==> src/exec_pkg.sv <==
`default_nettype none

package exec_pkg;

    // Data and control widths
    typedef logic [31:0] word_t;
    typedef logic [4:0]  shamt_t;
    typedef logic [4:0]  md_count_t;

    // One product or quotient bit per step
    localparam int MD_STEPS = 32;

    // Command opcodes, written to the command register
    typedef enum logic [3:0] {
        OP_ADD  = 4'd0,
        OP_SUB  = 4'd1,
        OP_AND  = 4'd2,
        OP_OR   = 4'd3,
        OP_XOR  = 4'd4,
        OP_NOR  = 4'd5,
        OP_SLT  = 4'd6,
        OP_SLTU = 4'd7,
        OP_SLL  = 4'd8,
        OP_SRL  = 4'd9,
        OP_SRA  = 4'd10,
        OP_MULU = 4'd11,
        OP_DIVU = 4'd12
    } exec_op_e;

    // Status bits, zero in bit 2 down to overflow in bit 0
    typedef struct packed {
        logic zero;
        logic less;
        logic overflow;
    } alu_flags_t;

    // Mul/div sequencer
    typedef enum logic [1:0] {
        MD_IDLE = 2'd0,
        MD_RUN  = 2'd1,
        MD_DONE = 2'd2
    } md_state_e;

endpackage

`default_nettype wire

==> src/md_step_counter.sv <==
`timescale 1ns/1ps
`default_nettype none

module md_step_counter (
    input  wire logic clk,
    input  wire logic rst,
    input  wire logic clear,
    input  wire logic enable,
    output logic      last_step
);
    import exec_pkg::*;

    md_count_t count;

    always_ff @(posedge clk) begin
        if (rst) begin
            count <= '0;
        end else if (clear) begin
            count <= '0;
        end else if (enable) begin
            count <= count + 1'b1;
        end
    end

    // Terminal step of the iteration
    assign last_step = (count == md_count_t'(MD_STEPS - 1));

    // Counting stops at the terminal step, so the count never wraps under enable
    a_no_wrap: assert property (@(posedge clk) disable iff (rst)
        enable && last_step |=> !enable)
        else $error("step counter enabled past the terminal step");

endmodule

`default_nettype wire

==> config.mk <==
export PLATFORM = sky130hd
export DESIGN_NAME = md_step_counter
export DESIGN_NICKNAME = d
export VERILOG_FILES = /design/src/exec_pkg.sv /design/src/md_step_counter.sv
export SDC_FILE = /design/constraint.sdc
export NUM_CORES = 1
export LEC_CHECK = 0
export BUFFER_PORTS_ARGS = -buffer_cell sky130_fd_sc_hd__buf_2
export CAP_MARGIN = 25
export CORE_AREA = 2 2 39 41
export CTS_CLUSTER_SIZE = 12
export DETAILED_ROUTE_END_ITERATION = 10
export DIE_AREA = 0 0 41 43
export GPL_TIMING_DRIVEN = 0
export SYNTH_ARGS = -nofsm -noshare
export SYNTH_HDL_FRONTEND = slang
export SYNTH_SLANG_ARGS = --single-unit
==> constraint.sdc <==
create_clock -name clk -period 1.9 [get_ports clk]
set_clock_uncertainty 0.1 [all_clocks]
set_input_delay 0.19 -clock clk [delete_from_list [all_inputs] [get_ports clk]]
set_output_delay 0.19 -clock clk [all_outputs]
set_load 0.01 [all_outputs]
* Word level (Yosys, flattened, before mapping)
Cells that the tools add are included.
** Cells by class
- $add $sub $neg :: 1
- Reductions and logical operators :: 1
- Eq/ne operators :: 1
** Operators with widths (number)
- adder 5 x 1 -> 5 bit, second input constant :: 1
- == test 5 bit, second input constant :: 1
- OR reduction 2 bit :: 1
** Word-level totals
- Register bits :: 5
- Word-level logic and storage cells :: 4

* Longest topological paths before layout
- Word-level depth :: 1
- Depth in mapped cells :: 5
- Gate-level depth less buffers :: 5

* Least setup slack after synthesis
OpenSTA, ideal clock, no wires.
- Path type :: register -> register
- Start point :: reg count[0]
- End point :: reg count[4]
- Arrival time :: 1.149 ns
- Data required time :: 1.685 ns
- Setup time :: 0.115 ns
- Path buffers :: 0
- Slack :: 0.536 ns
- Cell stages (with the launch flop) :: 6
- Cell sequence :: dfxtp_1 ha_1 and3_1 ha_1 mux2i_1 nor2_1
** Between the ends
- Word-level cells in the longest chain between the ends :: 1
** Ends and longest elaborated chain
- from (decl) :: line md_step_counter.sv:13 : md_count_t count;
- from (signal assigned) :: line md_step_counter.sv:21 : count <= count + 1'b1;
- adder 5 x 1 -> 5 bit :: line md_step_counter.sv:21
No other way between the ends.
A chain may end at the register's enable or synchronous reset.

* Final worst setup path
- Start point :: reg count[0]
- End point :: out last_step
** Between the ends
- Word-level cells in the longest chain between the ends :: 1
** Ends and longest elaborated chain
- == test 5 bit :: line md_step_counter.sv:26 : assign last_step = (count == md_count_t'(MD_STEPS - 1));
- to (decl) :: line md_step_counter.sv:9 : output logic last_step
No other way between the ends.

==> summary.md <==
| Metric | Value |
|---|---|
| Adder and majority gate portion of the synthesized area | `9.62%` |
| Seq cells post-synth | `5` |
| Post-synth top area share | `38.5%` |
| Final setup fails | `0` |
| Clk_lat worst skew | `0.24 ns` |
| Synth top area cells | `dfxtp_1, ha_1, nand4_4` |
| Die ar. | `1760 um2` |
| Final worst slack | `0.297 ns` |
| Share of power burned in registers | `44.4%` |
| Comb pwr share | `6.1%` |
| First-pass GRT wire length | `614 um` |
| RSZ-0062 raised after global routing | `false` |
| IO Pins | `5` |
| Max Clk Rate | `0.624 GHz` |
| Sw frac | `20.9%` |
| Status | `finished clean` |
| Nets | `37` |
| Number of distinct library cells after synthesis | `15` |
| Core area | `1380 um2` |
| Cell Chain, Critical Path | `ha_1 -> and3_1 -> ha_1 -> buf_2` |
| Gr usage total | `5.63%` |
| Max_cap viols | `0` |
| Synthesized area | `260 um2` |
| Post-layout min period | `1.60 ns` |
| Vias/cell | `3.76` |
| Clock Pin Slew Worst Setup and Hold Paths | `0.04 ns` |
| Crit-path max cell delay | `0.35 ns` |
| Critical Path End Type | `output pin` |
| H-tree Lvls | `1` |
| P_int | `0.194 mW` |
| Post-Synth Simple-Gate Area | `25.0%` |
| Input/output buffers | `3` |
| Worst slew pin tran | `0.179 ns` |
| Largest registers | `count: 5 flops` |
| Gr ovfl total | `0` |
| Number of hold buffers added after CTS | `0` |
| WP data required | `1.61 ns` |
| Largest net degree at the start of global routing | `7` |
| Syn. warnings | `0` |
| Synth Area in Compound Gates | `5.77%` |
| Worst r2r src | `count[0]` |
| Crit share post-route | `84.4%` |
| GP Congestion | `0.613` |
| Diodes inserted | `0` |
| Place WS | `0.470 ns` |
| Slew Limit Fails | `0` |
| Avg Inst Size Synth | `11.3 um2` |
| CTS Sinks | `5` |
| Synthesized net count | `29` |
| Slowest CP cell | `dfxtp_1` |
| Final hold vios | `0` |
| DRT Pass-1 Iters | `1` |
| Post-CTS setup buffers | `0` |
| Worst Hold Launch | `enable` |
| Number of global-route vias before repair | `165` |
| Share of layout cells above drive strength 1 | `30.0%` |
| Final WL | `361 um` |
| Critical Path AT | `1.31 ns` |
| Initial drt markers | `0` |
| Max-Slew Margin vs Limit | `88.1%` |
| Hold crit path type | `primary input to register` |
| DRC viols | `0` |
| Clk buf depth | `2` |
| Lkg Pwr | `0.145 nW` |
| ANT nets after route | `0` |
| Starting Density | `18.8%` |
| Max reg flops | `5` |
| Clock share of power | `49.5%` |
| Top cell type by total area after synthesis | `dfxtp_1` |
| PostCTS Resize Cnt | `0` |
| Sequential-to-total area share from yosys stat | `38.5%` |
| XOR/XNOR share of the synthesized area | `3.37%` |
| Die Ht | `43 um` |
| Die Span X | `41 um` |
| Main combinational cell family by area after synthesis | `simple AND/OR/NAND/NOR gates` |
| Sw power | `0.0511 mW` |
| Area Growth Syn to Fin | `23.6%` |
| Worst setup SP type | `register` |
| Post-synthesis mux area share | `13.5%` |
| Max rail drop VDD | `0.233 mV` |
| Routed length per instance | `7.85 um` |
| TritonCTS clock tree | `built` |
| Pwr Density | `762 nW/um2` |
| Std-Cell Rows | `14` |
| Routed vias | `173` |
| Crit path max fanout | `3` |
| Root Driver | `clkbuf_4` |
| Gate count of the mapped netlist | `23` |
| Largest Register | `count` |
| CTS buffer count | `3` |
| Setup TNS | `0 ns` |
| CP most frequent cell | `ha_1` |
| Number of antenna violations at the first check in global routing | `0` |
| CP startpoint | `count[0]` |
| Critical path class | `register to output pin` |
[worst paths after layout]
| check | slack (ns) | cells past startpoint | to |
|---|---|---|---|
| max | 0.30 | 4 | last_step |
| min | 0.13 | 3 | count[0] |
| max reg2reg | 0.47 | 5 | count[4] |
| min reg2reg | 0.41 | 2 | count[4] |
[synth_stat cells]
cell type / count
a21oi_1: 1
or2_1: 1
dfxtp_1: 5
a21bo_1: 1
nand4_4: 1
nor2_1: 3
and3_1: 1
xnor2_1: 1
mux2_4: 1
buf_6: 1
nor3_1: 1
nor3b_1: 1
ha_1: 2
nand3b_1: 1
mux2i_1: 2
[kinds of logic (layout without fill, tap and decap cells)]
group                      after synthesis  count (layout)
muxes                                    3               3
buffers and inverters                    1               8
AOI/OAI and AO/OA                        2               2
xor gates and xnor gates                 1               1
and+or+nand+nor                          9               9
DFF                                      5               5
adders and majority gates                2               2
[routing by layer]
| layer | GRT usage [%] | vias up | routed length (um) |
|---|---|---|---|
| li1 | - | 97 | - |
| met1 | 6.47 | 72 | 172 |
| met2 | 6.56 | 4 | 165 |
| met3 | 3.14 | 0 | 24 |
| met4 | 6.00 | 0 | 0 |
| met5 | 0 | - | 0 |
[power by group through the flow]
stage	Combinational (mW)	Clock, mW	Sequential [mW]
6_report	0.0149	0.121	0.109
5_1_grt	0.0167	0.137	0.109
4_1_cts	0.0153	0.133	0.109
3_5_place_dp	0.0152	0	0.111
3_3_place_gp	0.0151	0	0.111
2_1_floorplan	0.0109	0	0.110
[critical path: cells and delay by family, from the launching register on]
kind                     cells  cell delay (ns)
adder cells (fa/ha/maj)      2             0.40
flip-flops                   1             0.35
AND/OR/NAND/NOR              1             0.19
buffers and inverters        1             0.13
[through the flow]
stage / instances / power [mW] / area, um2 / hold WS, ns / utilization (%)
after CTS: 46 / 0.257 / 322 / 0.126 / 23.2
after detailed placement: 42 / 0.126 / 295 / 0.387 / 21.3
final: 46 / 0.245 / 322 / 0.135 / 23.2
after floorplan: 23 / 0.121 / 260 / 0.309 / -
after global routing: 46 / 0.262 / 322 / 0.141 / 23.2
after global placement: 42 / 0.126 / 295 / 0.384 / 21.3
[placed cells by master, fill, tap and decap left out, drive strengths merged]
cell type	count
and3	1
ha	2
nor2	3
or2	1
nand4	1
nor3	1
buf	4
nor3b	1
dfxtp	5
mux2i	2
nand3b	1
a21oi	1
clkbuf	4
a21bo	1
mux2	1
xnor2	1
[layout make-up]
type,count,area [um2]
buffer,1,11.3
clock buffer,4,26.3
fill,148,1060
multi-input combinational,17,149
sequential,5,100
tap,16,20.0
timing repair buffer,3,15.0
Power figures use the tool's default switching activity.
