--- config.mk ---
export PLATFORM = sky130hd
export DESIGN_NAME = exec_regs
export DESIGN_NICKNAME = d
export VERILOG_FILES = /design/src/exec_pkg.sv /design/src/apb_pkg.sv /design/src/exec_regs.sv
export SDC_FILE = /design/constraint.sdc
export NUM_CORES = 1
export LEC_CHECK = 0
export ABC_AREA = 1
export BUFFER_PORTS_ARGS = -buffer_cell sky130_fd_sc_hd__clkbuf_2
export CAP_MARGIN = 20
export CORE_ASPECT_RATIO = 0.8
export CORE_MARGIN = 4
export CORE_UTILIZATION = 51
export DETAILED_ROUTE_END_ITERATION = 16
export PLACE_DENSITY = 0.94
export SLEW_MARGIN = 20
export SYNTH_ARGS = -nofsm -noshare
export SYNTH_HDL_FRONTEND = slang
export SYNTH_SLANG_ARGS = --single-unit
--- constraint.sdc ---
create_clock -name clk -period 3.35 [get_ports clk]
set_clock_uncertainty 0.05 [all_clocks]
set_input_delay 0.67 -clock clk [delete_from_list [all_inputs] [get_ports clk]]
set_output_delay 0.67 -clock clk [all_outputs]
set_load 0.01 [all_outputs]
--- src/exec_pkg.sv ---
`default_nettype none

package exec_pkg;

    // Data and control widths
    typedef logic [31:0] word_t;
    typedef logic [4:0]  shamt_t;
    typedef logic [4:0]  md_count_t;

    // One product or quotient bit per step
    localparam int MD_STEPS = 32;

    // Command opcodes, written to the command register
    typedef enum logic [3:0] {
        OP_ADD  = 4'd0,
        OP_SUB  = 4'd1,
        OP_AND  = 4'd2,
        OP_OR   = 4'd3,
        OP_XOR  = 4'd4,
        OP_NOR  = 4'd5,
        OP_SLT  = 4'd6,
        OP_SLTU = 4'd7,
        OP_SLL  = 4'd8,
        OP_SRL  = 4'd9,
        OP_SRA  = 4'd10,
        OP_MULU = 4'd11,
        OP_DIVU = 4'd12
    } exec_op_e;

    // Status bits, zero in bit 2 down to overflow in bit 0
    typedef struct packed {
        logic zero;
        logic less;
        logic overflow;
    } alu_flags_t;

    // Mul/div sequencer
    typedef enum logic [1:0] {
        MD_IDLE = 2'd0,
        MD_RUN  = 2'd1,
        MD_DONE = 2'd2
    } md_state_e;

endpackage

`default_nettype wire

--- src/apb_pkg.sv ---
`default_nettype none

package apb_pkg;

    // Byte address within the coprocessor window
    typedef logic [7:0] apb_addr_t;

    // Master to slave
    typedef struct packed {
        logic            psel;
        logic            penable;
        logic            pwrite;
        apb_addr_t       paddr;
        exec_pkg::word_t pwdata;
    } apb_req_t;

    // Slave to master
    typedef struct packed {
        exec_pkg::word_t prdata;
        logic            pready;
        logic            pslverr;
    } apb_rsp_t;

    ////////////////////////////////////////////////////////////
    // Register map
    ////////////////////////////////////////////////////////////

    // Operands, read/write
    localparam apb_addr_t REG_OP_A   = 8'h00;
    localparam apb_addr_t REG_OP_B   = 8'h04;
    // Command, write only
    localparam apb_addr_t REG_CMD    = 8'h08;
    // Results and flags, read only
    localparam apb_addr_t REG_RESULT = 8'h0C;
    localparam apb_addr_t REG_HI     = 8'h10;
    localparam apb_addr_t REG_LO     = 8'h14;
    localparam apb_addr_t REG_STATUS = 8'h18;

endpackage

`default_nettype wire

--- src/exec_regs.sv ---
`timescale 1ns/1ps
`default_nettype none

module exec_regs (
    input  wire logic                 clk,
    input  wire logic                 rst,
    input  wire apb_pkg::apb_req_t    req,
    output apb_pkg::apb_rsp_t         rsp,
    output exec_pkg::word_t           a,
    output exec_pkg::word_t           b,
    output exec_pkg::exec_op_e        op,
    input  wire exec_pkg::word_t      alu_result,
    input  wire exec_pkg::alu_flags_t flags,
    output logic                      md_start,
    output logic                      md_is_div,
    input  wire logic                 md_done,
    input  wire exec_pkg::word_t      hi,
    input  wire exec_pkg::word_t      lo
);
    import exec_pkg::*;
    import apb_pkg::*;

    word_t      result;
    alu_flags_t status;
    logic       md_busy;
    logic       access;
    logic       op_valid;
    logic       cmd_hit;
    logic       md_cmd;
    logic       wr_ok;
    logic       rd_ok;
    logic       slverr;
    logic       xfer_ok;

    ////////////////////////////////////////////////////////////
    // Transfer decode
    ////////////////////////////////////////////////////////////

    assign access   = req.psel && req.penable;
    // The ALU sees the command word while the write is on the bus
    assign op       = exec_op_e'(req.pwdata[3:0]);
    assign op_valid = (req.pwdata <= word_t'(OP_DIVU));
    assign cmd_hit  = (req.paddr == REG_CMD) && op_valid;
    assign md_cmd   = req.pwrite && cmd_hit && ((op == OP_MULU) || (op == OP_DIVU));
    assign wr_ok    = (req.paddr == REG_OP_A) || (req.paddr == REG_OP_B) || cmd_hit;
    assign slverr   = req.pwrite ? !wr_ok : !rd_ok;

    // Single pulse in the first access cycle of a mul/div command
    assign md_start  = access && md_cmd && !md_busy;
    assign md_is_div = (op == OP_DIVU);

    always_comb begin
        rd_ok = 1'b1;
        case (req.paddr)
            REG_OP_A:   rsp.prdata = a;
            REG_OP_B:   rsp.prdata = b;
            REG_RESULT: rsp.prdata = result;
            REG_HI:     rsp.prdata = hi;
            REG_LO:     rsp.prdata = lo;
            REG_STATUS: rsp.prdata = word_t'(status);
            default: begin
                rsp.prdata = '0;
                rd_ok      = 1'b0;
            end
        endcase
        // Wait states only while the mul/div unit runs
        rsp.pready  = access && !(md_cmd && !md_done);
        rsp.pslverr = access && slverr;
    end

    assign xfer_ok = rsp.pready && !slverr;

    ////////////////////////////////////////////////////////////
    // Registers
    ////////////////////////////////////////////////////////////

    always_ff @(posedge clk) begin
        if (rst) begin
            a       <= '0;
            b       <= '0;
            result  <= '0;
            status  <= '0;
            md_busy <= 1'b0;
        end else begin
            if (md_start) begin
                md_busy <= 1'b1;
            end else if (md_done) begin
                md_busy <= 1'b0;
            end
            if (xfer_ok && req.pwrite) begin
                case (req.paddr)
                    REG_OP_A: a <= req.pwdata;
                    REG_OP_B: b <= req.pwdata;
                    REG_CMD: begin
                        if (md_cmd) begin
                            result <= lo;
                        end else begin
                            result <= alu_result;
                            status <= flags;
                        end
                    end
                    default: ;
                endcase
            end
        end
    end

    a_req_stable: assert property (@(posedge clk) disable iff (rst)
        access && !rsp.pready |=> $stable(req))
        else $error("APB request changed during a wait state");

endmodule

`default_nettype wire

# After elaboration in Yosys (flattened, before gate mapping)
# Cells that the tools add are included.
# W data, S select, Z words.
[totals] reg_bits=100 input_bits=145 output_inout_bits=104 word_cells=50
[op_classes] n_lt_le_gt_ge=1 eq_ne=8 n_mux=6 bitwise_logic=1 reduce_logical=27
[op_table] op="$pmux W32 S6" count=1
[op_table] op="$le A32 B4 Y1 const B" count=1
[op_table] op="$mux W32" count=1
[op_table] op="$eq A8 B5 Y1 const B" count=3
[op_table] op="$eq A8 B4 Y1 const B" count=2
[op_table] op="$logic_and A1 B1 Y1" count=11
[op_table] op="$eq A4 B4 Y1 const B" count=2
[op_table] op="$eq A8 B3 Y1 const B" count=1
[op_table] op="$logic_not A8 Y1" count=1
[op_table] op="$logic_not A1 Y1" count=6
[op_table] op="$reduce_and A2 Y1" count=3
[op_table] op="$reduce_or A6 Y1" count=1
[op_table] op="$mux W1" count=4
[op_table] op="$logic_or A1 B1 Y1" count=3
[op_table] op="$reduce_and A3 Y1" count=1
[op_table] op="$reduce_bool A2 Y1" count=1
[op_table] op="$not A1 Y1" count=1

# Longest topological paths before layout
[logic_depth] ltp_word=10 depth_mapped=15 mapped_depth_nobuf=14

# Worst setup path after synthesis
# OpenSTA, ideal clock, no wires.
[synth_path] kind="input to output" start="input req[33] (netlist bit)" end="output rsp[13] (netlist bit)" arrival_time_ps=1961 required_ps=2630 path_slack_ps=669 stages=9 cell_sequence="nor2_4 nand2_1 nor2_1 nand2_1 inv_1 clkbuf_1 clkbuf_1 nand2_1 nand3_1"
[synth_rtl] element="from (decl)" line="exec_regs.sv:7" rtl="input wire apb_pkg::apb_req_t req,"
[synth_rtl] element="to (decl)" line="exec_regs.sv:8" rtl="output apb_pkg::apb_rsp_t rsp,"

==> impl_results.md <==
* Number of I/O port buffers at 248
* Synth Area per Inst at ~6.4 um2
* Clock sink count at 100
* Post-synth EDFFs at 0
* Most crowded layer after global routing: met2
* Setup TNS at 0 ns
* Routed WL at 19.3 mm
* Overflow after GRT at 0
* R2R depth at 3
* Post-route minimum period at 3.01 ns
* Clock transition at path regs at 0.06 ns
* Post-synthesis cell type count at 31
* Met3 Usage GRT at 8.13%
* Final Hold Fails at 0
* Area of the core at 0.0102 mm2
* First-pass detailed-route iteration total at 5
* Post-synthesis sequential area ratio at 37.4%
* Hold Path Origin: md_busy$_SDFFE_PP0P_
* Fin cells at 1217
* Layout net count at 1217
* FF+latch area at 0.00200 mm2
* Count of hold-fix buffers inserted at cts at 0
* Final Setup Violations at 0
* Filler cells at between 900 and 1000
* Arrival time at the worst endpoint at 2.29 ns
* Vias per inst at between 5 and 6
* CTS Root Cell: clkbuf_16
* Initial core utilization at a little over half
* Placed Cells at around 1200
* Die X at 123 um
* Met2 GRT Util at between 40% and 50%
* Post-Syn Instances at roughly 840
* Ant. Diodes at 0
* Final ANT Viol Nets at 0
* Hpwl dp at 14.9 mm
* Htree depth at 3
* Post-route DRC violation count at 0
* Count of state elements after synthesis at 100
* Layout cells sized above 1 at 29.1%
* Vias at 6471
* CTS buffer count at 9
* P per Cell Area at roughly 370 mW/mm2
* Max Transition Viols Final at 0
* Worst Hold End: md_busy$_SDFFE_PP0P_
* CP startpoint kind: primary input
* Initial antenna violation count at 0
* RSZ-0062 raised after global routing: false
* Synth-to-Final Area Change at 31.7%
* Pre-CTS setup slack at 0.387 ns
* Hold path cells at 2
* Clock Path Buffers at 2
* Top_reg_cell synth: dfxtp_1
* Reg2reg start: md_busy$_SDFFE_PP0P_
* Required time worst endpoint at roughly 2.6 ns
* Largest net degree at the start of global routing at 100
* FP Rows at 33
* WS Path Type: primary input to output pin
* Max FO, Critical Path at 10
* Fraction of registers with async set/reset at 0%
* Area after DPL at 0.00670 mm2
* Mapped Area at 0.00536 mm2
* Ys Warns at 0
* Final Cycle Share at 89.7%
* Met1 Resource Use GR at about 43%
* Rel. slew slack at 58.5%
* Reg-to-Reg End: md_busy$_SDFFE_PP0P_
* Area of the die at 0.0122 mm2
* Clk_lat worst skew at 0.34 ns
* CTS tree: yes
* Global-route wire length before repair at 29.4 mm
* Setup Fix Bufs, Post-CTS at 0
* Post_cts resized at 0
* GRT Overall Usage at 30.4%
* Design area at 0.00706 mm2
* Hold WC Path Type: register to register
* Die Y at 99.7 um
* Max Fclk at 333 MHz
* Setup WS post-layout at 0.345 ns
* Avg WL per Cell at 15.8 um
* Peak VDD IR at about 0.00043 V
* Post-Syn Nets at 983
* Slew of the pin with the lowest slew margin at 0.623 ns
* GP Congestion at 0.949
* Max Cap Viol at 0
* Pleak at 3.60 nW
* Multi-input logic area at 0.00286 mm2
* Outcome: finished clean
* # IOs at 249
* Worst R2R Setup Slack at 2.63 ns
* Drt initial violations at roughly 700
* Vias in the first global route at 5786
* Kind of end point of the critical path: output pin
==> kinds of logic after synthesis <==
| group | share of synthesized area (%) |
|---|---|
| compound gates | 17.0 |
| buf+inv | 9.41 |
| flops | 37.4 |
| simple gates | 36.2 |
==> where the power goes <==
part / leakage [nW] / internal, W / switching, W
clock: 0.173 / 0.000742 / 0.000474
combinational: 2.62 / 0.000103 / 0.000128
sequential: 0.805 / 0.00119 / 0.000000325
==> sequential cells by signal (all words and copies together) (netlist names) <==
signal and flops:
status 3, md_busy 1, b 32, a 32
result 32
==> cell usage after synthesis, types with 3 or more instances <==
master      n  area [um2]
nand2_2     5        31.3
inv_1      51         191
o21ai_0    51         255
buf_6       9         101
buf_4       4        30.0
nand2_1   174         653
a21oi_1     6        30.0
nand4_1     8        50.1
nand3_1    27         135
a22o_1      3        26.3
a221oi_1   28         245
clkbuf_1   26        97.6
buf_2       5        25.0
nand2_4     3        33.8
clkbuf_2    9        45.0
o21ai_1    66         330
nor2_1    244         916
dfxtp_1   100        2000
nor2_4      3        33.8
==> area by class of cell <==
type	instances	share of cell area (%)
sequential	100	28.4
clock buffer	9	3.19
tap	140	2.48
timing repair buffer	276	20.7
inverter	54	2.91
clock inverter	7	1.81
multi-input combinational	631	40.5
==> critical path, stage by stage <==
cell	delay, ns
clkbuf_2	0.12
inv_1	0.12
nor2_1	0.08
nand2_1	0.31
buf_4	0.23
nor2_1	0.05
a221oi_1	0.31
buf_4	0.19
nand3_1	0.07
clkbuf_2	0.14
==> metal layers <==
layer  wire (um)  vias to the layer above
met2        8320                      402
met1        8320                     2866
met4         386                        0
met5           0                        -
met3        2260                       33
li1            -                     3170
==> cell usage in the layout (no fill, tap or decap), types with 2 or more instances in the layout <==
cell type  Yosys  final
nand2_1      174    174
clkbuf_16      0      9
or2_1          2      2
a21oi_1        6      6
inv_2          1      2
nand2_4        3      3
clkinv_2       2      2
clkbuf_2       9    248
nor2_1       244    243
nand4_1        8      8
a221oi_1      28     28
inv_1         51     50
nor4_1         2      2
o21ai_0       51     51
inv_6          0      2
nor2_4         3      3
nand2_2        5      5
nand3_1       27     26
o21ai_1       66     66
a22o_1         3      3
dfxtp_1      100    100
bufinv_16      0      3
nor2_2         2      3
buf_4          4     27
==> per-stage QoR <==
step	power, W	utilization, %	hold slack, ns
after floorplan	0.00131	-	0.401
after global placement	0.00144	65.5	0.418
after detailed placement	0.00144	65.5	0.428
after CTS	0.00265	68.9	0.442
after global routing	0.00273	68.9	0.452
final	0.00264	68.9	0.441
==> worst max path at each step <==
stage,to,slack [ns],startpoint
after floorplan,rsp[13],0.67,req[33]
after CTS,rsp[14],0.37,req[34]
final,rsp[14],0.34,req[34]
after detailed placement,rsp[14],0.39,req[33]
after global routing,rsp[14],0.24,req[34]
after global placement,rsp[18],0.42,req[37]
Note: power is estimated with default switching activity, not from simulation.
