==> src/exec_pkg.sv <==
`default_nettype none

package exec_pkg;

    // Data and control widths
    typedef logic [31:0] word_t;
    typedef logic [4:0]  shamt_t;
    typedef logic [4:0]  md_count_t;

    // One product or quotient bit per step
    localparam int MD_STEPS = 32;

    // Command opcodes, written to the command register
    typedef enum logic [3:0] {
        OP_ADD  = 4'd0,
        OP_SUB  = 4'd1,
        OP_AND  = 4'd2,
        OP_OR   = 4'd3,
        OP_XOR  = 4'd4,
        OP_NOR  = 4'd5,
        OP_SLT  = 4'd6,
        OP_SLTU = 4'd7,
        OP_SLL  = 4'd8,
        OP_SRL  = 4'd9,
        OP_SRA  = 4'd10,
        OP_MULU = 4'd11,
        OP_DIVU = 4'd12
    } exec_op_e;

    // Status bits, zero in bit 2 down to overflow in bit 0
    typedef struct packed {
        logic zero;
        logic less;
        logic overflow;
    } alu_flags_t;

    // Mul/div sequencer
    typedef enum logic [1:0] {
        MD_IDLE = 2'd0,
        MD_RUN  = 2'd1,
        MD_DONE = 2'd2
    } md_state_e;

endpackage

`default_nettype wire

==> src/muldiv_datapath.sv <==
`timescale 1ns/1ps
`default_nettype none

module muldiv_datapath (
    input  wire logic            clk,
    input  wire logic            rst,
    input  wire exec_pkg::word_t a,
    input  wire exec_pkg::word_t b,
    input  wire logic            is_div,
    input  wire logic            load,
    input  wire logic            step,
    output exec_pkg::word_t      hi,
    output exec_pkg::word_t      lo
);
    import exec_pkg::*;

    // Multiplicand or divisor, held for the whole operation
    word_t       operand;
    logic        div_mode;

    logic [32:0] add_sum;
    logic [32:0] rem_shift;
    logic [32:0] rem_diff;
    logic        rem_ge;

    ////////////////////////////////////////////////////////////
    // Multiply, shift-add on the lo bit
    ////////////////////////////////////////////////////////////

    // Carry out of the partial product lands in hi[31] after the shift
    assign add_sum = {1'b0, hi} + {1'b0, operand};

    ////////////////////////////////////////////////////////////
    // Divide, restoring
    ////////////////////////////////////////////////////////////

    // Partial remainder with the next dividend bit shifted in
    assign rem_shift = {hi, lo[31]};
    assign rem_diff  = rem_shift - {1'b0, operand};
    assign rem_ge    = (rem_shift >= {1'b0, operand});

    // Divisor 0 always subtracts, so lo fills with ones and hi collects a

    always_ff @(posedge clk) begin
        if (rst) begin
            hi       <= '0;
            lo       <= '0;
            operand  <= '0;
            div_mode <= 1'b0;
        end else if (load) begin
            hi       <= '0;
            lo       <= a;
            operand  <= b;
            div_mode <= is_div;
        end else if (step) begin
            if (div_mode) begin
                // Quotient bit enters lo from the right
                if (rem_ge) begin
                    hi <= rem_diff[31:0];
                end else begin
                    hi <= rem_shift[31:0];
                end
                lo <= {lo[30:0], rem_ge};
            end else if (lo[0]) begin
                hi <= add_sum[32:1];
                lo <= {add_sum[0], lo[31:1]};
            end else begin
                hi <= {1'b0, hi[31:1]};
                lo <= {hi[0], lo[31:1]};
            end
        end
    end

endmodule

`default_nettype wire

==> config.mk <==
export PLATFORM = sky130hd
export DESIGN_NAME = muldiv_datapath
export DESIGN_NICKNAME = d
export VERILOG_FILES = /design/src/exec_pkg.sv /design/src/muldiv_datapath.sv
export SDC_FILE = /design/constraint.sdc
export NUM_CORES = 1
export LEC_CHECK = 0
export ABC_AREA = 0
export BUFFER_PORTS_ARGS = -buffer_cell sky130_fd_sc_hd__buf_2
export CAP_MARGIN = 20
export CORE_ASPECT_RATIO = 0.6
export CORE_UTILIZATION = 55
export DETAILED_ROUTE_END_ITERATION = 8
export GPL_TIMING_DRIVEN = 0
export PLACE_DENSITY_LB_ADDON = 0.08
export SYNTH_ARGS = -nofsm -noshare
export SYNTH_HDL_FRONTEND = slang
export SYNTH_SLANG_ARGS = --single-unit
==> constraint.sdc <==
create_clock -name clk -period 3.8 [get_ports clk]
set_input_delay 0.38 -clock clk [delete_from_list [all_inputs] [get_ports clk]]
set_output_delay 0.38 -clock clk [all_outputs]
set_load 0.005 [all_outputs]
# Word-level counts from Yosys, hierarchy flattened
# Cells that the tools add are included.
totals:
  register_bits: 97
  in_bits: 69
  out_inout_bits: 64
  word_cells: 16
classes:
  n_addsub: 2
  magnitude_cmp: 1
  n_mux: 7
  reduce_logical: 2
op_table:
  columns: ["op", "count"]
  rows:
  - ["$mux 32", 7]
  - ["$add 32x32->33", 1]
  - ["$ge 33x32->1", 1]
  - ["$sub 32x32->32", 1]
  - ["$reduce_bool 2->1", 1]
  - ["$reduce_or 2->1", 1]

# Depth between registers and ports, before layout
# Gate-level depths: netlist of run 1.
logic_depth:
  word_depth: 5
  mapped_depth: 15
  ltp_nobuf: 12

# Worst setup path after synthesis of run 1
# No wires, ideal clock.
synth_timing:
  path_type: "reg-to-reg"
  startpoint: "register hi[6]"
  endpoint: "register hi[26]"
  setup_time_ns: 0.117
  arrival_ns: 2.960
  t_required_ns: 3.683
  path_slack_ns: 0.723
  path_stages_with_launch: 12
  path_buffers: 1
  path_cell_list: "dfxtp_1 -> ha_1 -> buf_2 -> a211o_1 -> a21oi_2 -> or4b_1 -> a21bo_1 -> a311o_1 -> a311o_1 -> xnor2_1 -> o211ai_1 -> a22o_1"
synth_via:
  elab_chain_len: 3
  word_cells_on_any_way: 6
synth_lines:
  columns: ["element", "line", "text"]
  rows:
  - ["start: declaration", "muldiv_datapath.sv:12", "output exec_pkg::word_t hi,"]
  - ["start signal: assignment", "muldiv_datapath.sv:59", "hi <= rem_diff[31:0];"]
  - ["start signal: assignment", "muldiv_datapath.sv:61", "hi <= rem_shift[31:0];"]
  - ["start signal: assignment", "muldiv_datapath.sv:65", "hi <= add_sum[32:1];"]
  - ["$add 32x32->33, or another cell as far along", "muldiv_datapath.sv:31", "assign add_sum = {1'b0, hi} + {1'b0, operand};"]
  - ["$mux 32 (on tied branches)", "muldiv_datapath.sv:64, muldiv_datapath.sv:58", null]
  - ["$mux 32 (*)", "muldiv_datapath.sv:56", "if (div_mode) begin"]
# Mark *: on every way between the ends. The rest lies on a longest branch, timed or not.
# A chain may end at the register's enable or synchronous reset.

# Worst setup path after layout of run 1
layout_timing:
  startpoint: "register hi[0]"
  endpoint: "register hi[29]"
# The elaborated chain is that of the path after synthesis.

==> results of run 1 <==
flip-flops by register name, summed over array words and instances (netlist names):
signal	cells
lo	32
operand	32
div_mode	1
hi	32
placed cells by master (no fill, tap or decap), drive strengths merged, types with 30 or more instances in the layout:
| cell type | n |
|---|---|
| ha | 64 |
| clkbuf | 48 |
| a21oi | 127 |
| buf | 154 |
| dfxtp | 97 |
| o21ai | 59 |
| inv | 56 |
| a211oi | 51 |
| xnor2 | 30 |
| nor2 | 150 |
| mux2i | 80 |
| nand2 | 72 |
cell families (layout without fill, tap and decap cells):
logic type | count (synthesis) | in the layout | synth area share
compound gates | 366 | 366 | 0.2822
xor+xnor | 48 | 48 | 0.05017
fa+ha+maj | 66 | 66 | 0.1003
buf+inv | 116 | 263 | 0.05376
flops | 97 | 97 | 0.2317
mux | 87 | 87 | 0.1050
simple gates | 327 | 327 | 0.1768
area by class of cell:
cell class / count / area [um^2] / share of cell area
timing repair buffer: 131 / 658.1 / 0.06849
buffer: 61 / 244.0 / 0.02539
clock inverter: 6 / 60.06 / 0.006250
multi-input combinational: 894 / 6012 / 0.6257
sequential: 97 / 1942 / 0.2021
inverter: 55 / 206.4 / 0.02148
tap: 198 / 247.7 / 0.02578
clock buffer: 10 / 239.0 / 0.02487
cells in the mapped netlist (6+ instances only):
cell type  count  area (um^2)
nor2_1       150        563.0
mux2_2         7        78.83
a21o_1        17        127.6
o21ai_0       59        295.3
and3_1        11        68.82
nor3_1        18        90.09
nor4_1         7        43.79
o211ai_1      17        127.6
dfxtp_1       97         1942
a31oi_1       12        75.07
o21a_1        14        105.1
xor2_1        18        157.7
inv_1         53        198.9
clkbuf_1      37        138.9
a211oi_1      51        382.9
buf_1         14        52.55
ha_1          64        800.8
xnor2_1       30        262.8
nor2b_1       15        93.84
nand3_1       13        65.06
nand2_1       72        270.3
nand4_1        9        56.30
nand2b_1       6        37.54
buf_2          8        40.04
mux2i_1       80        800.8
a21oi_1      126        630.6
routing by layer:
| metal | share of wire | wire length, um |
|---|---|---|
| met5 | 0 | 0 |
| met4 | 0.021 | 633 |
| met3 | 0.13 | 3967 |
| met2 | 0.38 | 11230 |
| met1 | 0.46 | 13640 |
what timing repair did:
item | 4_1_cts | 5_1_grt
endpoints found under the hold margin | 0 | 0
endpoints found under the setup margin | 5 | 3
resized for setup | 1 | 3
setup buffers | 0 | 1
cloned | 0 | 0
critical path: cells and delay by family (launching register included):
kind,cells,cell delay (ns)
DFF,1,0.37
adders and majority gates,2,0.67
AOI/OAI and AO/OA,6,1.99
and+or+nand+nor,2,0.55
per-stage QoR:
stage | worst slack, ns | util | cell area [um^2]
2_1_floorplan | 0.7235 | - | 8379
4_1_cts | 0.06278 | 0.6529 | 9583
3_3_place_gp | -0.2132 | 0.6321 | 9278
5_1_grt | 0.005593 | 0.6547 | 9609
6_report | 0.1403 | 0.6547 | 9609
3_5_place_dp | -0.1961 | 0.6321 | 9278
how the worst max path moves through the flow:
| stage | startpoint | to | cells after the start |
|---|---|---|---|
| after floorplan | hi[6]$_SDFFE_PP0P_ | hi[26]$_SDFFE_PP0P_ | 11 |
| after global placement | hi[0]$_SDFFE_PP0P_ | hi[29]$_SDFFE_PP0P_ | 10 |
| after detailed placement | hi[0]$_SDFFE_PP0P_ | hi[29]$_SDFFE_PP0P_ | 10 |
| after CTS | hi[0]$_SDFFE_PP0P_ | hi[27]$_SDFFE_PP0P_ | 11 |
| after global routing | hi[0]$_SDFFE_PP0P_ | hi[29]$_SDFFE_PP0P_ | 10 |
| final | hi[0]$_SDFFE_PP0P_ | hi[29]$_SDFFE_PP0P_ | 10 |
where the power goes:
part	internal, mW	switching [mW]	leakage [nW]
combinational	0.405	0.615	3.42
sequential	1.07	0.0708	0.797
clock	0.478	0.474	0.140
total	1.95	1.16	4.35
==> metrics.cfg, run 1 <==
[outcome]
status=finished, final reports clean

[global_route]
grtUsageMet1=0.5519
grt_pass1_vias=8124
grt_use_met3=0.1174
use_met2=0.4944
grt_max_degree=19
grt_pass1_wl_mm=45.20
track_usage=0.3683
grt_overflow_total=0
top_usage_layer=met1
antenna_found_initial=0

[logic_synthesis]
synth_area_um2=8379
synth_cells=1107
synth_edf_count=0
synth_ff_type=dfxtp_1
synthArstFlopShare=0
ys_seq_elements=97
syn-num-nets=1242
yosysSeqAreaShare=0.2317
synth_cell_types=68
synth.avg_cell_area_um2=7.569
yosysWarningCount=0

[die]
io_pins=133
initial_utilization=0.5709
die_y_um=97.61
rows=34
core-area_um2=14680
die-area_um2=15750
die_w_um=161.3

[detailed_routing]
drt_iter0_markers=1324
routedWlPerCell_um=20.30
post-route-drc-count=0
totalWireLength_mm=29.47
first_pass_iters=6
detail-route-antenna-nets=0
viasPerCell=6.410
vias=9308

[critical_path]
crit_path_end_kind=register
cp-start-kind=register
path_class=register to register
cp_max_fo=5
reg2reg_slack_ns=0.14
rr_startpoint=hi[0]$_SDFFE_PP0P_
r2r_cells=10
critPathArrivalTime_ns=3.94
cp_cell_sequence=ha_1 > fa_1 > a21o_1 > a221oi_4 > nor4bb_2 > o31ai_1 > a2111oi_1 > nor3_1 > a31o_2 > o31ai_1
cpPeakStageDelay_ns=0.56
critPathRequiredTime_ns=4.08
critPathSlowestCell=a2111oi_1
r2r-end=hi[29]$_SDFFE_PP0P_
crit_top_cell=o31ai_1

[clock_network]
ctsRootBufferMaster=clkbuf_16
ctsHoldBuffers=0
cts.htree.levels=3
clock-sinks=97
path_clk_slew_ns=0.08
cts_max_path_buffers=2
cts_tree=done
cts_buffers=9
worstSkewPairLatency_ns=0.36

[timing]
rsz0062_at_grt=false
worst_pin_slew_ns=1.117
holdWs_ns=0.2491
report.final.hold_viol_count=0
fin_crit_ns=3.660
max_freq_mhz=273.2
tns_ns=0
max_slew_margin=0.2525
skew_ns=0.01110
slew_viol_final=0
period_share=0.9631
finalSetupViolations=0

[placement]
io_buffers=130
gp_congestion=0.9953
placed_cells=1435
dp_hpwl_mm=22.36

[final_layout]
final_cells=1452
n_fill_cell=1407
area_delta_synth_final_pct=14.68
n_antenna_cell=0
nNetsFinal=1384
drive_gt1_frac=0.1404

[min_path]
holdPathEnd=lo[19]$_SDFFE_PP0P_
holdPathStages=3
min_from=a[19]
hp-class=input pin to register

[power_and_ir_drop]
fin_total_pwr_mw=3.114
power_density_nw_per_um2=324.1
vdd_drop_max_v=0.0002215
p_leak_nw=4.353

[run]
max_cap_viol_count=0

No activity file was read; power rests on OpenSTA's default activity.
==> inputs of run 2 (changes only) <==
- PLACE_DENSITY_LB_ADDON: 0.08 -> 0.2
==> run 2 against run 1 <==
Effect of this change: first-iteration DRC count grew 8.2%; clock skew shrank 0.00090 ns; cell area grew 0.38%; critical path depth is the same; utilization grew 0.25 points; sequential power is essentially flat; die area is the same; clock power shrank 0.4%; register-to-register slack lost 0.07 ns; power grew 0.26%; combinational power is essentially flat; worst hold slack lost 0.0037 ns; highest routed layer unchanged.
==> metrics.cfg, run 2 (same netlist as run 1, synthesis figures left out) <==
[final_layout]
n_antenna_cell=0
final_common_cell=nor2_1
top_regs=hi: 32 flops, lo: 32 flops, operand: 32 flops
area_delta_synth_final_pct=15.11
final_cell_mix=nor2_1 (149), buf_2 (138), a21oi_1 (125)
fin_util=0.6572
nNetsFinal=1384
drive_gt1_frac=0.1459
n_fill_cell=1316

[min_path]
min_from=a[19]
holdPathStages=3
holdPathEnd=lo[19]$_SDFFE_PP0P_
hp-class=input pin to register

[clock_network]
cts_buffers=9
path_clk_slew_ns=0.08
cts.htree.levels=3
cts_tree=done
clock-sinks=97
cts_max_path_buffers=2
worstSkewPairLatency_ns=0.36
ctsRootBufferMaster=clkbuf_16

[power_and_ir_drop]
power_density_nw_per_um2=323.7
vdd_drop_max_v=0.0002205
fin_total_pwr_mw=3.123
p_leak_nw=4.365

[critical_path]
critPathSlowestCell=o21ai_0
rr_startpoint=hi[4]$_SDFFE_PP0P_
cp_max_fo=6
cpPeakStageDelay_ns=0.80
cp_cell_sequence=ha_1 > a21o_1 > a31o_2 > o21ai_0 > a21oi_1 > o21ai_0 > o21ai_0 > xnor2_1 > a21oi_1 > a22o_1
critPathArrivalTime_ns=3.97
crit_top_cell=o21ai_0
reg2reg_slack_ns=0.07
cp-start-kind=register
critPathRequiredTime_ns=4.04
r2r-end=hi[26]$_SDFFE_PP0P_
r2r_cells=10
path_class=register to register
crit_path_end_kind=register
path_buf_inv=0
crit_family=compound AO/OA/AOI/OAI gates

[timing]
fin_crit_ns=3.727
worst_pin_slew_ns=0.9768
skew_ns=0.01020
report.final.hold_viol_count=0
rsz0062_at_grt=false
period_share=0.9807
max_freq_mhz=268.3
tns_ns=0
max_slew_margin=0.3464
finalSetupViolations=0
slew_viol_final=0

[detailed_routing]
vias=9257
totalWireLength_mm=29.24
viasPerCell=6.375
routedWlPerCell_um=20.14
first_pass_iters=6
drt_iter0_markers=1432
post-route-drc-count=0
detail-route-antenna-nets=0

[placement]
dp_hpwl_mm=22.59
gp_congestion=0.9662
io_buffers=130

[global_route]
antenna_found_initial=0
grt_overflow_total=0
grt_pass1_vias=8106
track_usage=0.3679
grt_max_degree=19
grt_pass1_wl_mm=45.40

[die]
rows=34
die-area_um2=15750
die_y_um=97.61
io_pins=133
core-area_um2=14680
die_w_um=161.3
initial_utilization=0.5709

[run]
max_cap_viol_count=0

[outcome]
status=finished, final reports clean

-- run 2: cell count changes in the layout (fill, tap and decap cells not counted), sizes merged --
cell      before  now
clkbuf        48   47
buf          154  155
clkinvlp       2    1
clkinv         3    4
-- run 2: how the worst max path moves through the flow --
stage,startpoint,end,slack (ns),cells past startpoint
floorplan,hi[6]$_SDFFE_PP0P_,hi[26]$_SDFFE_PP0P_,0.72,11
CTS,hi[0]$_SDFFE_PP0P_,hi[27]$_SDFFE_PP0P_,0.02,11
global placement,hi[0]$_SDFFE_PP0P_,hi[29]$_SDFFE_PP0P_,-0.48,10
detailed placement,hi[0]$_SDFFE_PP0P_,hi[29]$_SDFFE_PP0P_,-0.46,10
finish,hi[4]$_SDFFE_PP0P_,hi[26]$_SDFFE_PP0P_,0.07,10
global route,hi[8]$_SDFFE_PP0P_,hi[19]$_SDFFE_PP0P_,0.0009,10
-- run 2: area by class of cell --
cell class	instances	area, um^2	area share
inverters	55	206.4	0.02140
well taps	198	247.7	0.02568
flip-flops and latches	97	1942	0.2013
multi-input cells	894	6046	0.6268
plain buffers	60	240.2	0.02491
clock inverters	6	58.81	0.006097
repair buffers	132	665.6	0.06901
clock buffers	10	239.0	0.02478
-- run 2: where the power goes --
part	switching [mW]	total [mW]	internal, mW	leakage [nW]
combinational	0.622	1.03	0.407	3.42
sequential	0.0733	1.14	1.07	0.797
clock	0.471	0.949	0.477	0.143
total	1.17	3.12	1.96	4.36
-- run 2: metrics by stage --
step                cells  cell area, um^2  hold slack (ns)  setup slack [ns]
CTS                  1451             9588           0.2475           0.01559
floorplan            1107             8379           0.4873            0.7235
global route         1452             9646           0.2588         0.0009108
global placement     1435             9278           0.5094           -0.4798
finish               1452             9646           0.2454           0.07326
detailed placement   1435             9278           0.5233           -0.4637
-- run 2: tightest hold or removal path: cells and delay by family --
family | cells | cell delay, ns
AOI/OAI and AO/OA | 1 | 0.05
buffers and inverters | 1 | 0.07
and+or+nand+nor | 1 | 0.07
-- run 2: layer usage --
metal,vias to the layer above,global-route usage,part of all wire
met5,-,0,0
met4,0,0.06531,0.013
met3,48,0.1152,0.15
met2,641,0.4914,0.38
li1,4334,-,-
met1,4234,0.5646,0.46
-- run 2: timing repair --
| action | CTS | global route |
|---|---|---|
| buffers inserted | 0 | 2 |
| pin swaps | 0 | 3 |
| setup endpoints to repair | 5 | 13 |
| hold buffers | 0 | 0 |
| resized for setup | 3 | 8 |
| endpoints found under the hold margin | 0 | 0 |
